===== src/ig_settings.svh =====
`ifndef IG_SETTINGS_SVH
`define IG_SETTINGS_SVH

// ----------------------------------------
// image geometry
// ----------------------------------------

// pixels per line, power of two from 4 to 256
`define IG_WIDTH 16

// lines per image, 2 or more
`define IG_HEIGHT 16

// ----------------------------------------
// data widths
// ----------------------------------------

`define IG_PIX_BITS 8
`define IG_COMP_BITS 10

`endif


===== src/ig_pkg.sv =====
`include "ig_settings.svh"

package ig_pkg;

    // ----------------------------------------
    // derived sizes
    // ----------------------------------------

    localparam int NUM_PIX = `IG_WIDTH * `IG_HEIGHT;
    localparam int ADDR_BITS = $clog2(NUM_PIX);

    // output position counters in the calculation stage
    localparam int COL_BITS = $clog2(`IG_WIDTH);
    localparam int ROW_BITS = $clog2(`IG_HEIGHT);

    // gx and gy side by side
    localparam int GRAD_BITS = 2 * `IG_COMP_BITS;

    // ----------------------------------------
    // gradient word
    // ----------------------------------------

    // comp is the datapath view, raw is the bus view
    typedef union packed {
        struct packed {
            logic signed [`IG_COMP_BITS-1:0] gx;
            logic signed [`IG_COMP_BITS-1:0] gy;
        } comp;
        logic [GRAD_BITS-1:0] raw;
    } grad_word_u;

endpackage


===== src/ig_pixel_fetch.sv =====
`timescale 1ns/1ns
`include "ig_settings.svh"

module ig_pixel_fetch (
    input  logic                          clk,
    input  logic                          reset,
    input  logic                          start,
    input  logic [`IG_PIX_BITS-1:0]       img_dat_i,
    input  logic                          img_ack,
    input  logic                          pix_ready,
    output logic                          img_cyc,
    output logic                          img_stb,
    output logic                          img_we,
    output logic [ig_pkg::ADDR_BITS-1:0]  img_adr,
    output logic                          pix_valid,
    output logic [`IG_PIX_BITS-1:0]       pix_data
);
    import ig_pkg::*;

    localparam logic [ADDR_BITS-1:0] LAST_ADR = ADDR_BITS'(NUM_PIX - 1);

    // more addresses left to read in this image
    logic busy;
    logic read_fire;
    logic pix_fire;

    assign read_fire = img_stb && img_ack;
    assign pix_fire = pix_valid && pix_ready;

    // read only port, one classic cycle per pixel
    assign img_cyc = img_stb;
    assign img_we = 1'b0;

    // ----------------------------------------
    // raster read sequencer
    // ----------------------------------------

    always_ff @(posedge clk) begin
        if (reset) begin
            busy <= 1'b0;
            img_stb <= 1'b0;
            img_adr <= '0;
            pix_valid <= 1'b0;
        end else if (start) begin
            busy <= 1'b1;
            img_stb <= 1'b1;
            img_adr <= '0;
            pix_valid <= 1'b0;
        end else begin
            if (read_fire) begin
                img_stb <= 1'b0;
                pix_valid <= 1'b1;
                if (img_adr == LAST_ADR) begin
                    busy <= 1'b0;
                end else begin
                    img_adr <= img_adr + 1'b1;
                end
            end
            // next read only once the held pixel is gone
            if (pix_fire) begin
                pix_valid <= 1'b0;
                img_stb <= busy;
            end
        end
    end

    // returned pixel, held until accepted
    always_ff @(posedge clk) begin
        if (read_fire) begin
            pix_data <= img_dat_i;
        end
    end

endmodule


===== src/ig_gradient_calc.sv =====
`timescale 1ns/1ns
`include "ig_settings.svh"

module ig_gradient_calc (
    input  logic                     clk,
    input  logic                     reset,
    input  logic                     start,
    input  logic                     pix_valid,
    input  logic [`IG_PIX_BITS-1:0]  pix_data,
    input  logic                     grad_ready,
    output logic                     pix_ready,
    output logic                     grad_valid,
    output ig_pkg::grad_word_u       grad_word
);
    import ig_pkg::*;

    localparam logic [COL_BITS-1:0] LAST_COL = COL_BITS'(`IG_WIDTH - 1);
    localparam logic [ROW_BITS-1:0] LAST_RUN_ROW = ROW_BITS'(`IG_HEIGHT - 2);
    localparam int EXT_BITS = `IG_COMP_BITS - `IG_PIX_BITS;

    // lb[0] is the newest pixel, together with pix_data this spans a line plus one
    logic [`IG_PIX_BITS-1:0] lb [`IG_WIDTH];

    // output position of the next word
    logic [COL_BITS-1:0] col_cnt;
    logic [ROW_BITS-1:0] row_cnt;

    // primed: first line is buffered, flushing: bottom row drains
    logic primed;
    logic flushing;

    logic out_free;
    logic pix_fire;
    logic flush_step;
    logic load_out;
    logic shift_en;
    logic last_col;

    logic signed [`IG_COMP_BITS-1:0] pix_ext;
    logic signed [`IG_COMP_BITS-1:0] right_ext;
    logic signed [`IG_COMP_BITS-1:0] below_ext;
    logic signed [`IG_COMP_BITS-1:0] dx;
    logic signed [`IG_COMP_BITS-1:0] dy;
    grad_word_u next_word;

    // ----------------------------------------
    // handshake
    // ----------------------------------------

    assign out_free = !grad_valid || grad_ready;
    assign pix_ready = !flushing && (!primed || out_free);
    assign pix_fire = pix_valid && pix_ready;
    assign flush_step = flushing && out_free;
    assign load_out = (primed && pix_fire) || flush_step;
    assign shift_en = pix_fire || flush_step;

    // ----------------------------------------
    // difference datapath
    // ----------------------------------------

    // pixel and its right neighbour sit at the old end of the buffer
    assign pix_ext = {{EXT_BITS{1'b0}}, lb[`IG_WIDTH-1]};
    assign right_ext = {{EXT_BITS{1'b0}}, lb[`IG_WIDTH-2]};
    assign below_ext = {{EXT_BITS{1'b0}}, pix_data};

    assign dx = right_ext - pix_ext;
    assign dy = below_ext - pix_ext;
    assign last_col = (col_cnt == LAST_COL);

    always_comb begin
        next_word.comp.gx = last_col ? '0 : dx;
        // no row below while flushing
        next_word.comp.gy = flushing ? '0 : dy;
    end

    // ----------------------------------------
    // position and phase control
    // ----------------------------------------

    always_ff @(posedge clk) begin
        if (reset || start) begin
            grad_valid <= 1'b0;
            primed <= 1'b0;
            flushing <= 1'b0;
            col_cnt <= '0;
            row_cnt <= '0;
        end else begin
            if (load_out) begin
                grad_valid <= 1'b1;
            end else if (grad_ready) begin
                grad_valid <= 1'b0;
            end

            // fill phase, col_cnt wraps back to 0 as the line completes
            if (pix_fire && !primed) begin
                col_cnt <= col_cnt + 1'b1;
                if (last_col) begin
                    primed <= 1'b1;
                end
            end

            if (load_out) begin
                col_cnt <= col_cnt + 1'b1;
                if (last_col) begin
                    if (flushing) begin
                        flushing <= 1'b0;
                        row_cnt <= '0;
                    end else if (row_cnt == LAST_RUN_ROW) begin
                        primed <= 1'b0;
                        flushing <= 1'b1;
                    end else begin
                        row_cnt <= row_cnt + 1'b1;
                    end
                end
            end
        end
    end

    // line buffer and output word
    always_ff @(posedge clk) begin
        if (shift_en) begin
            lb[0] <= pix_data;
            for (int i = 1; i < `IG_WIDTH; i++) begin
                lb[i] <= lb[i-1];
            end
        end
        if (load_out) begin
            grad_word <= next_word;
        end
    end

endmodule


===== src/ig_gradient_store.sv =====
`timescale 1ns/1ns

module ig_gradient_store (
    input  logic                          clk,
    input  logic                          reset,
    input  logic                          start,
    input  logic                          grad_valid,
    input  ig_pkg::grad_word_u            grad_word,
    input  logic                          grad_ack,
    output logic                          grad_ready,
    output logic                          grad_cyc,
    output logic                          grad_stb,
    output logic                          grad_we,
    output logic [ig_pkg::ADDR_BITS-1:0]  grad_adr,
    output logic [ig_pkg::GRAD_BITS-1:0]  grad_dat_o,
    output logic                          done
);
    import ig_pkg::*;

    localparam logic [ADDR_BITS-1:0] LAST_ADR = ADDR_BITS'(NUM_PIX - 1);

    logic word_fire;
    logic write_fire;

    // one word at a time, free again the cycle after ack
    assign grad_ready = !grad_stb;
    assign word_fire = grad_valid && grad_ready;
    assign write_fire = grad_stb && grad_ack;

    // write only port
    assign grad_cyc = grad_stb;
    assign grad_we = 1'b1;

    // ----------------------------------------
    // write sequencer
    // ----------------------------------------

    always_ff @(posedge clk) begin
        if (reset) begin
            grad_stb <= 1'b0;
            grad_adr <= '0;
            done <= 1'b0;
        end else begin
            if (word_fire) begin
                grad_stb <= 1'b1;
            end else if (write_fire) begin
                grad_stb <= 1'b0;
            end

            // grad_adr doubles as the write counter
            if (start) begin
                grad_adr <= '0;
                done <= 1'b0;
            end else if (write_fire) begin
                if (grad_adr == LAST_ADR) begin
                    done <= 1'b1;
                end else begin
                    grad_adr <= grad_adr + 1'b1;
                end
            end
        end
    end

    // write data through the raw view
    always_ff @(posedge clk) begin
        if (word_fire) begin
            grad_dat_o <= grad_word.raw;
        end
    end

endmodule


===== src/ig_top.sv =====
`timescale 1ns/1ns
`include "ig_settings.svh"

module ig_top (
    input  logic                          clk,
    input  logic                          reset,
    input  logic                          start,
    // image memory, read only
    output logic                          img_cyc,
    output logic                          img_stb,
    output logic                          img_we,
    output logic [ig_pkg::ADDR_BITS-1:0]  img_adr,
    input  logic [`IG_PIX_BITS-1:0]       img_dat_i,
    input  logic                          img_ack,
    // gradient memory, write only
    output logic                          grad_cyc,
    output logic                          grad_stb,
    output logic                          grad_we,
    output logic [ig_pkg::ADDR_BITS-1:0]  grad_adr,
    output logic [ig_pkg::GRAD_BITS-1:0]  grad_dat_o,
    input  logic                          grad_ack,
    output logic                          done
);
    import ig_pkg::*;

    // fetch to calc
    logic                     pix_valid;
    logic [`IG_PIX_BITS-1:0]  pix_data;
    logic                     pix_ready;

    // calc to store
    logic                     grad_valid;
    grad_word_u               grad_word;
    logic                     grad_ready;

    // ----------------------------------------
    // stages
    // ----------------------------------------

    ig_pixel_fetch u_fetch (
        .clk       (clk),
        .reset     (reset),
        .start     (start),
        .img_dat_i (img_dat_i),
        .img_ack   (img_ack),
        .pix_ready (pix_ready),
        .img_cyc   (img_cyc),
        .img_stb   (img_stb),
        .img_we    (img_we),
        .img_adr   (img_adr),
        .pix_valid (pix_valid),
        .pix_data  (pix_data)
    );

    ig_gradient_calc u_calc (
        .clk        (clk),
        .reset      (reset),
        .start      (start),
        .pix_valid  (pix_valid),
        .pix_data   (pix_data),
        .grad_ready (grad_ready),
        .pix_ready  (pix_ready),
        .grad_valid (grad_valid),
        .grad_word  (grad_word)
    );

    ig_gradient_store u_store (
        .clk        (clk),
        .reset      (reset),
        .start      (start),
        .grad_valid (grad_valid),
        .grad_word  (grad_word),
        .grad_ack   (grad_ack),
        .grad_ready (grad_ready),
        .grad_cyc   (grad_cyc),
        .grad_stb   (grad_stb),
        .grad_we    (grad_we),
        .grad_adr   (grad_adr),
        .grad_dat_o (grad_dat_o),
        .done       (done)
    );

endmodule


===== config.mk =====
export PLATFORM = sky130hd
export DESIGN_NAME = ig_top
export DESIGN_NICKNAME = d
export VERILOG_FILES = /design/src/ig_pkg.sv /design/src/ig_pixel_fetch.sv /design/src/ig_gradient_calc.sv /design/src/ig_gradient_store.sv /design/src/ig_top.sv
export VERILOG_INCLUDE_DIRS = /design/src /design/src/src
export SDC_FILE = /design/constraint.sdc
export NUM_CORES = 1
export LEC_CHECK = 0
export ABC_AREA = 1
export BUFFER_PORTS_ARGS = -buffer_cell sky130_fd_sc_hd__buf_2
export CAP_MARGIN = 0
export CORE_AREA = 2 2 143 145
export CTS_BUF_LIST = sky130_fd_sc_hd__clkbuf_16
export CTS_CLUSTER_DIAMETER = 50
export CTS_CLUSTER_SIZE = 20
export DETAILED_ROUTE_END_ITERATION = 10
export DIE_AREA = 0 0 145 147
export GPL_TIMING_DRIVEN = 1
export SETUP_SLACK_MARGIN = 0.3
export SYNTH_ARGS = -nofsm -noshare
export SYNTH_HDL_FRONTEND = slang
export SYNTH_SLANG_ARGS = --single-unit

===== constraint.sdc =====
create_clock -name clk -period 5.4 [get_ports clk]
set_input_delay 0.27 -clock clk [delete_from_list [all_inputs] [get_ports clk]]
set_output_delay 0.27 -clock clk [all_outputs]
set_load 0.01 [all_outputs]

**Word-level counts from Yosys, hierarchy flattened**

Memories as Yosys holds them, arrays and structs flattened.
Index checks and enable logic that the tools add are counted.

- Register bits after elaboration: 80
- RAM bits: 128
- Memories: 1
- Output and inout port bits: 43
- Word-level logic and storage cells: 85
- Input port bits: 13

Memory list:

| name | depth | width | rd ports | clocked after memory_dff | wr ports | line | source |
|---|---|---|---|---|---|---|---|
| u_calc.lb | 16 | 8 | 16 | 0 | 16 | ig_gradient_calc.sv:22 | `` logic [`IG_PIX_BITS-1:0] lb [`IG_WIDTH]; `` |

- Reductions and logical operators: 30
- Equality and inequality tests: 6
- Bitwise logic cells: 2
- Mux-type cells: 24
- $add $sub $neg: 6

Operator list:

| cell | number |
|---|---|
| 1-bit 2-to-1 mux | 20 |
| 8-bit by 8-bit subtractor with 9-bit output | 2 |
| 8-bit by 1-bit adder with 8-bit output (second input constant) | 2 |
| 8-bit equality test (second input constant) | 2 |
| 4-bit 2-to-1 mux | 4 |
| 2-bit AND reduction | 5 |
| 4-bit by 1-bit adder with 4-bit output (second input constant) | 2 |
| 4-bit equality test (second input constant) | 2 |
| 1-bit logical AND | 8 |
| 2-bit nonzero test | 4 |
| 1-bit logical OR | 5 |
| 1-bit zero test | 4 |
| 3-bit AND reduction | 1 |
| 3-bit nonzero test | 1 |
| 3-bit OR reduction | 1 |
| 2-bit by 1-bit != test with 1-bit output (second input constant) | 1 |
| 2-bit != test (second input constant) | 1 |
| 1-bit NOT | 2 |
| 2-bit OR reduction | 1 |

**Logic depth before layout (Yosys ltp)**

Gate-level depths: netlist (run 1).

- Word-level depth: 11
- Mapped depth: 10
- Gate-level depth less buffers: 10

**Hierarchy**

A second synthesis (run 1) with hierarchy kept.

- Cells, all modules: 558
- Area total of the unflattened synthesis: 7832.5 um^2

By module, submodules not included:

| module | cells each | instances | seq. area each (um^2) | area an instance (um^2) |
|---|---|---|---|---|
| ig_gradient_calc | 363 | 1 | 4604.4 | 5833.1 |
| ig_gradient_store | 99 | 1 | 800.8 | 1151.1 |
| ig_pixel_fetch | 96 | 1 | 460.4 | 848.3 |

**Worst setup path after synthesis (run 1)**

No wires, ideal clock.

- Path type: register -> register
- Start: reg u_store.grad_stb, in the netlist u_store.grad_cyc
- End: reg u_calc.col_cnt[3]
- Stages on the path, launching flop included: 7
- Setup slack: 2.730 ns
- Library setup time: 0.125 ns
- Arrival: 2.545 ns
- Cell sequence: dfxtp_1 > nand3_1 > nand3_1 > nand2_2 > nand2_1 > o21ai_1 > nor2_1

- Cells in the longest elaborated chain, start to end: 8
- Elaborated cells on any way between the ends: 11

Ends and longest elaborated chain:

| what | line | source |
|---|---|---|
| from (decl) | ig_gradient_store.sv:12 | `output logic grad_stb,` |
| from (signal assigned) | ig_gradient_store.sv:40 | `grad_stb <= 1'b0;` |
| from (signal assigned) | ig_gradient_store.sv:45 | `grad_stb <= 1'b1;` |
| from (signal assigned) | ig_gradient_store.sv:47 | `grad_stb <= 1'b0;` |
| 1-bit zero test (*) | ig_gradient_store.sv:26 | `assign grad_ready = !grad_stb;` |
| 1-bit logical OR (*) | ig_gradient_calc.sv:50 | `assign out_free = !grad_valid \|\| grad_ready;` |
| 1-bit logical OR | ig_gradient_calc.sv:51 | `assign pix_ready = !flushing && (!primed \|\| out_free);` |
| 1-bit logical AND | ig_gradient_calc.sv:51 |  |
| 1-bit logical AND | ig_gradient_calc.sv:52 | `assign pix_fire = pix_valid && pix_ready;` |
| 1-bit logical AND | ig_gradient_calc.sv:54 | `assign load_out = (primed && pix_fire) \|\| flush_step;` |
| 1-bit logical OR | ig_gradient_calc.sv:54 |  |
| 4-bit 2-to-1 mux / 2-bit nonzero test (equally long branches) | n/a |  |
| to (signal assigned) | ig_gradient_calc.sv:96 | `col_cnt <= col_cnt + 1'b1;` |
| to (signal assigned) | ig_gradient_calc.sv:103 | `col_cnt <= col_cnt + 1'b1;` |
| to (decl) | ig_gradient_calc.sv:25 | `logic [COL_BITS-1:0] col_cnt;` |

Every way passes the cells marked *; elsewhere a longest branch is shown, timed or not.
A chain may end at the register's enable or synchronous reset.

==> results of run 1 <==
[cell type report]
type / instances / area [um2]
Timing Repair Buffer: 65 / 377.9
Inverter: 74 / 282.8
Clock inverter: 16 / 165.2
Fill cell: 1726 / 10730
Clock buffer: 21 / 525.5
Multi-Input combinational cell: 295 / 1620
Sequential cell: 204 / 5806
Tap cell: 270 / 337.8
[final timing paths]
path	endpoint	slack (ns)	cells after the start
setup / recovery	u_calc.lb[1][37]$_DFFE_PP_	2.62	4
hold / removal	u_fetch.busy$_SDFFE_PP0P_	0.09	3
setup reg to reg	u_calc.lb[1][37]$_DFFE_PP_	2.62	4
hold reg to reg	u_calc.lb[0][8]$_DFFE_PP_	0.41	0
[registers in the layout (all words and copies together) (netlist names)]
name and cells:
u_store.done 1, u_fetch.busy 1, u_fetch.pix_valid 1, u_store.grad_adr 8, u_store.grad_cyc 1, u_store.grad_dat_o 18
u_calc.flushing 1, u_calc.primed 1, u_fetch.img_adr 8, u_fetch.pix_data 8, u_calc.row_cnt 4, u_fetch.img_cyc 1
u_calc.grad_word 18, u_calc.lb 128, u_calc.col_cnt 4, u_calc.grad_valid 1
[power by group through the flow]
stage          logic (mW)  registers [mW]  clock network [mW]
4_1_cts            0.0705            1.72                1.47
2_1_floorplan      0.0455            1.76                   0
6_report           0.0704            1.72                1.42
3_3_place_gp       0.0637            1.76                   0
5_1_grt            0.0799            1.72                1.53
3_5_place_dp       0.0652            1.76                   0
[critical path: stages (launching register included)]
cell and delay, ns:
dfxtp_1 0.44, inv_2 0.21, nand3_1 0.23, nand2_4 0.70
buf_4 0.73
[kinds of logic after synthesis]
kind of cell / Yosys count / share of synthesized area
buffers and inverters: 83 / 0.04477
XOR/XNOR: 6 / 0.006764
flip-flops: 204 / 0.7473
adder cells (fa/ha/maj): 23 / 0.03898
AO/OA/AOI/OAI: 61 / 0.04300
AND/OR/NAND/NOR: 203 / 0.1182
other: 2 / 0.0009667
[layer usage]
metal | vias to the layer above | routed length, um | part of all wire | GRT usage
met1 | 2097 | 6108 | 0.49 | 0.1715
met2 | 121 | 5450 | 0.43 | 0.1810
li1 | 2168 | - | - | -
met4 | 0 | 454 | 0.036 | 0.04406
met5 | - | 0 | 0 | 0
met3 | 31 | 570 | 0.045 | 0.02360
[layout by cell type (no fill, tap or decap), drive strengths merged]
cell type	count
inv	79
clkinv	9
conb	2
xnor2	2
clkinvlp	1
nand3b	1
nand2	109
bufinv	1
nand4	11
nor3	5
a21oi	33
edfxtp	172
o211ai	1
o21ai	24
dfxtp	32
o21a	3
clkbuf	21
buf	56
ha	21
xor2	4
fa	2
nand3	22
or2	2
dlygate4sd3	9
nor2	53
[synth_stat cells (2+ instances only)]
master and number:
ha_1 21, clkinv_1 2, nand2_2 10, a21oi_1 31
or2_2 2, conb_1 2, inv_2 5, o21ai_1 4
xnor2_1 2, nor2_2 2, nand2_4 4, o21ai_0 19
nand3_1 21, dfxtp_1 32, nand2_1 95, fa_1 2
inv_1 66, nor2_1 50, o21a_1 3, xor2_1 4
nor3_1 5, edfxtp_1 172, nand4_1 10, buf_4 6
[stage by stage]
step | cell area, um2 | worst slack [ns] | hold slack, ns | util | cells
detailed placement | 8334 | 2.631 | 0.4045 | 0.4200 | 899
global route | 9115 | 2.383 | 0.09817 | 0.4593 | 945
finish | 9115 | 2.621 | 0.09097 | 0.4593 | 945
floorplan | 7769 | 2.730 | 0.3391 | - | 582
CTS | 9115 | 2.636 | 0.07606 | 0.4593 | 945
global placement | 8334 | 2.760 | 0.4023 | 0.4200 | 899
==> summary.md, run 1 <==
| Metric | Value |
|---|---|
| DRC viols | `0` |
| Switching power | `0.6812 mW` |
| Outcome | `finished clean` |
| Post-route ant nets | `0` |
| Grt total ovfl | `0` |
| Seq cells post-synth | `204` |
| Chip height | `147 um` |
| Switch share | `0.2120` |
| Hold buffers post-CTS | `9` |
| Clock power frac | `0.442` |
| WL/cell | `13.31 um` |
| Worst-path clk slew | `0.06 ns` |
| Slew headroom | `0.4018` |
| Unrepaired setup endpoints after global routing | `no` |
| CP Max Fanout | `72` |
| Post-synth EDFFs | `172` |
| Post-layout nets | `697` |
| Post-synth ARST share | `0` |
| Synth area leaders | `edfxtp_1 66%, dfxtp_1 8.2%, nand2_1 4.6%, ha_1 3.4%, inv_1 3.2%` |
| Initial antenna violation count | `0` |
| # port buffers | `53` |
| VDD IR-drop max | `0.2349 mV` |
| Largest net degree at the start of global routing | `73` |
| Leak pwr | `3.495 nW` |
| Drt total wl | `12.58 mm` |
| Hold path start | `start` |
| CTS max path bufs | `3` |
| Post_cts resized | `0` |
| Syn_area_per_cell | `13.35 um2` |
| Yosys Warn Count | `0` |
| Worst Skew | `0.02123 ns` |
| Sink Count | `204` |
| First drt pass iteration count | `7` |
| CP endpoint kind | `flip-flop` |
| Share of power burned in registers | `0.536` |
| Initial DRC count | `263` |
| Final period util | `0.5145` |
| Root Buffer | `clkbuf_16` |
| Gpl congestion | `0.8384` |
| First-pass GRT wire length | `20.87 mm` |
| Combinational share of power | `0.022` |
| CTS tree | `built` |
| Dominant cell type by area after synthesis | `edfxtp_1` |
| Seq/Total Area, Yosys | `0.7473` |
| Layout cells sized above 1 | `0.1778` |
| Primary FF master, synth | `edfxtp_1` |
| Std-Cell Rows | `52` |
| Internal power | `2.532 mW` |
| Core box area | `19840 um2` |
| Crit path from | `u_calc.flushing$_SDFFE_PP0P_` |
| Count of pins over their slew limit | `0` |
| Clock latency on the worst-skew pair | `0.50 ns` |
| Critical Path Source Type | `flip-flop` |
| Final Hold Viols | `0` |
| I/O Pins | `56` |
| Die width | `145 um` |
| Layout area overhead | `17.33%` |
| Cells after synthesis | `582` |
| Post-CTS setup buffer count | `0` |
| Overall power | `3.213 mW` |
| Crit Path Category | `flip-flop to flip-flop` |
| Setup Total Neg Slack | `0 ns` |
| Cell area after synthesis | `7769 um2` |
| Final min period | `2.779 ns` |
| Vias per cell | `4.674` |
| Mapped Nets | `618` |
| Starting Density | `0.3915` |
| Number of global-route vias before repair | `4233` |
| CTS H-tree depth | `1` |
| Unique cell type count in the Yosys netlist | `36` |
| CP required | `5.52 ns` |
| CTS Buf Count | `21` |
| Hpwl dp | `8.346 mm` |
| Post-synth top area share | `0.6648` |
| N_diodes | `0` |
| Critical path arrival | `2.90 ns` |
| Pwr dens | `352.5 nW/um2` |
| Worst Max-Slew Pin Slew | `0.8973 ns` |
| Overall Global Routing Usage | `0.1192` |
| Crit Reg-Reg Startpoint | `u_calc.flushing$_SDFFE_PP0P_` |
| Fmax | `359.9 MHz` |
| Hold Crit Class | `primary input to flip-flop` |
| Finish-stage setup viols | `0` |
| Maxcap violations | `0` |
| Via count | `4417` |
| Die ar. | `21320 um2` |
Power figures use the tool's default switching activity.
==> inputs of run 2 (changes only) <==
clock period = 2.8 ns   (was 5.4 ns; I/O delays follow)
==> summary.md, run 2 (synthesis gave the netlist of run 1 again) <==
| Metric | Value |
|---|---|
| CTS tree | `built` |
| Vias per cell | `4.620` |
| Overall Global Routing Usage | `0.1229` |
| Slew headroom | `0.6200` |
| Drt total wl | `12.96 mm` |
| Post-layout nets | `701` |
| Root Buffer | `clkbuf_16` |
| Final Hold Viols | `0` |
| Number of global-route vias before repair | `4191` |
| VDD IR-drop max | `0.4975 mV` |
| Grt total ovfl | `0` |
| CTS Buf Count | `21` |
| Share of power burned in registers | `0.538` |
| Layout area overhead | `18.04%` |
| Top Registers | `u_calc.lb x128, u_calc.grad_word x18, u_store.grad_dat_o x18` |
| Maxcap violations | `0` |
| Worst-path clk slew | `0.07 ns` |
| Post-route ant nets | `0` |
| Combinational share of power | `0.023` |
| Via count | `4384` |
| I/O Pins | `56` |
| Unrepaired setup endpoints after global routing | `no` |
| Commonest cells after routing, fill and taps aside | `172 x edfxtp_1, 95 x nand2_1, 67 x inv_1, 53 x buf_2, 50 x nor2_1` |
| Initial DRC count | `317` |
| Std-Cell Rows | `52` |
| Crit Path Category | `flip-flop to flip-flop` |
| Reg with most FFs | `u_calc.lb` |
| N_diodes | `0` |
| Post-Layout Cell Count | `949` |
| Max reg flops | `128` |
| Gpl congestion | `0.8279` |
| Commonest non-fill, non-tap cell in the layout | `edfxtp_1` |
| Max incr delay on CP | `0.43 ns` |
| Post_cts resized | `0` |
| Core box area | `19840 um2` |
| CP Max Fanout | `35` |
| CP Cell Sequence | `inv_2 > nand3_1 > nand2_4 > buf_4` |
| Final period util | `0.6927` |
| Die ar. | `21320 um2` |
| Pwr dens | `673.5 nW/um2` |
| Hold Crit Class | `primary input to flip-flop` |
| Starting Density | `0.3915` |
| Leak pwr | `3.516 nW` |
| Worst slack, placed | `0.8351 ns` |
| Internal power | `4.878 mW` |
| Post-route setup slack | `0.8603 ns` |
| Die width | `145 um` |
| Worst Skew | `0.02503 ns` |
| Post-CTS setup buffer count | `0` |
| CTS H-tree depth | `1` |
| Count of pins over their slew limit | `0` |
| Chip height | `147 um` |
| Final min period | `1.940 ns` |
| Grt peak-use layer | `met2` |
| Clock latency on the worst-skew pair | `0.49 ns` |
| First drt pass iteration count | `4` |
| Dpl cells | `901` |
| First-pass GRT wire length | `21.22 mm` |
| Hpwl dp | `8.629 mm` |
| Overall power | `6.176 mW` |
| Met2 usage | `0.1900` |
| Largest net degree at the start of global routing | `46` |
| Critical Path Source Type | `flip-flop` |
| Initial antenna violation count | `0` |
| WL/cell | `13.66 um` |
| DRC viols | `0` |
| Switch share | `0.2102` |
| CP endpoint kind | `flip-flop` |
| CP required | `2.97 ns` |
| Finish-stage setup viols | `0` |
| CTS max path bufs | `3` |
| CP max-delay cell | `dfxtp_1` |
| Worst Max-Slew Pin Slew | `0.5694 ns` |
| Clock power frac | `0.439` |
| Outcome | `finished clean` |
| Critical path arrival | `2.11 ns` |
| Sink Count | `204` |
| Layout cells sized above 1 | `0.1811` |
| Fmax | `515.6 MHz` |
| Grt met3 use | `0.02143` |
| # port buffers | `53` |
| Switching power | `1.298 mW` |
| GR Util met1 | `0.1770` |
| Setup Total Neg Slack | `0 ns` |
run 2: worst max-delay path: cells and delay by family (launching register included):
family                 cells  cell delay [ns]
and+or+nand+nor            2             0.62
buffers and inverters      2             0.57
DFF                        1             0.43
run 2: path summary, 6_finish.rpt:
path,slack [ns],endpoint,cells after the start,from
setup / recovery,0.86,u_calc.lb[1][14]$_DFFE_PP_,4,u_calc.flushing$_SDFFE_PP0P_
hold / removal,0.02,u_store.grad_cyc$_SDFFE_PP0P_,4,grad_ack
setup reg to reg,0.86,u_calc.lb[1][14]$_DFFE_PP_,4,u_calc.flushing$_SDFFE_PP0P_
hold reg to reg,0.42,u_calc.lb[1][1]$_DFFE_PP_,0,u_calc.lb[0][57]$_DFFE_PP_
run 2: layout make-up:
class,count,area [um2]
Clock buffer,21,525.5
Clock inverter,16,160.2
Multi-Input combinational cell,295,1620
Tap cell,270,337.8
Inverter,74,282.8
Timing Repair Buffer,69,437.9
Fill cell,1770,10670
Sequential cell,204,5806
run 2: power groups by stage:
stage                     logic, mW  clock network (mW)  registers (mW)
after floorplan              0.0877                   0            3.38
after global placement        0.126                   0            3.39
after detailed placement      0.130                   0            3.39
after CTS                     0.143                2.80            3.32
after global routing          0.161                2.92            3.32
final                         0.142                2.71            3.32
run 2: repair_timing:
| item | CTS | global route |
|---|---|---|
| hold buffers | 11 | 0 |
| setup endpoints to repair | 0 | 0 |
| endpoints found under the hold margin | 11 | 0 |
run 2: metal layers:
metal  vias to the layer above  wire [um]
met3                        20        394
met5                         -          0
met2                        89       5765
met1                      2107       6472
li1                       2168          -
met4                         0        330
run 2: metrics by stage:
step	cell area (um2)	utilization	hold WS, ns
6_report	9170	0.4621	0.01981
3_5_place_dp	8374	0.4220	0.3213
3_3_place_gp	8374	0.4220	0.3166
2_1_floorplan	7774	-	0.2091
5_1_grt	9170	0.4621	0.03873
4_1_cts	9170	0.4621	0.003117
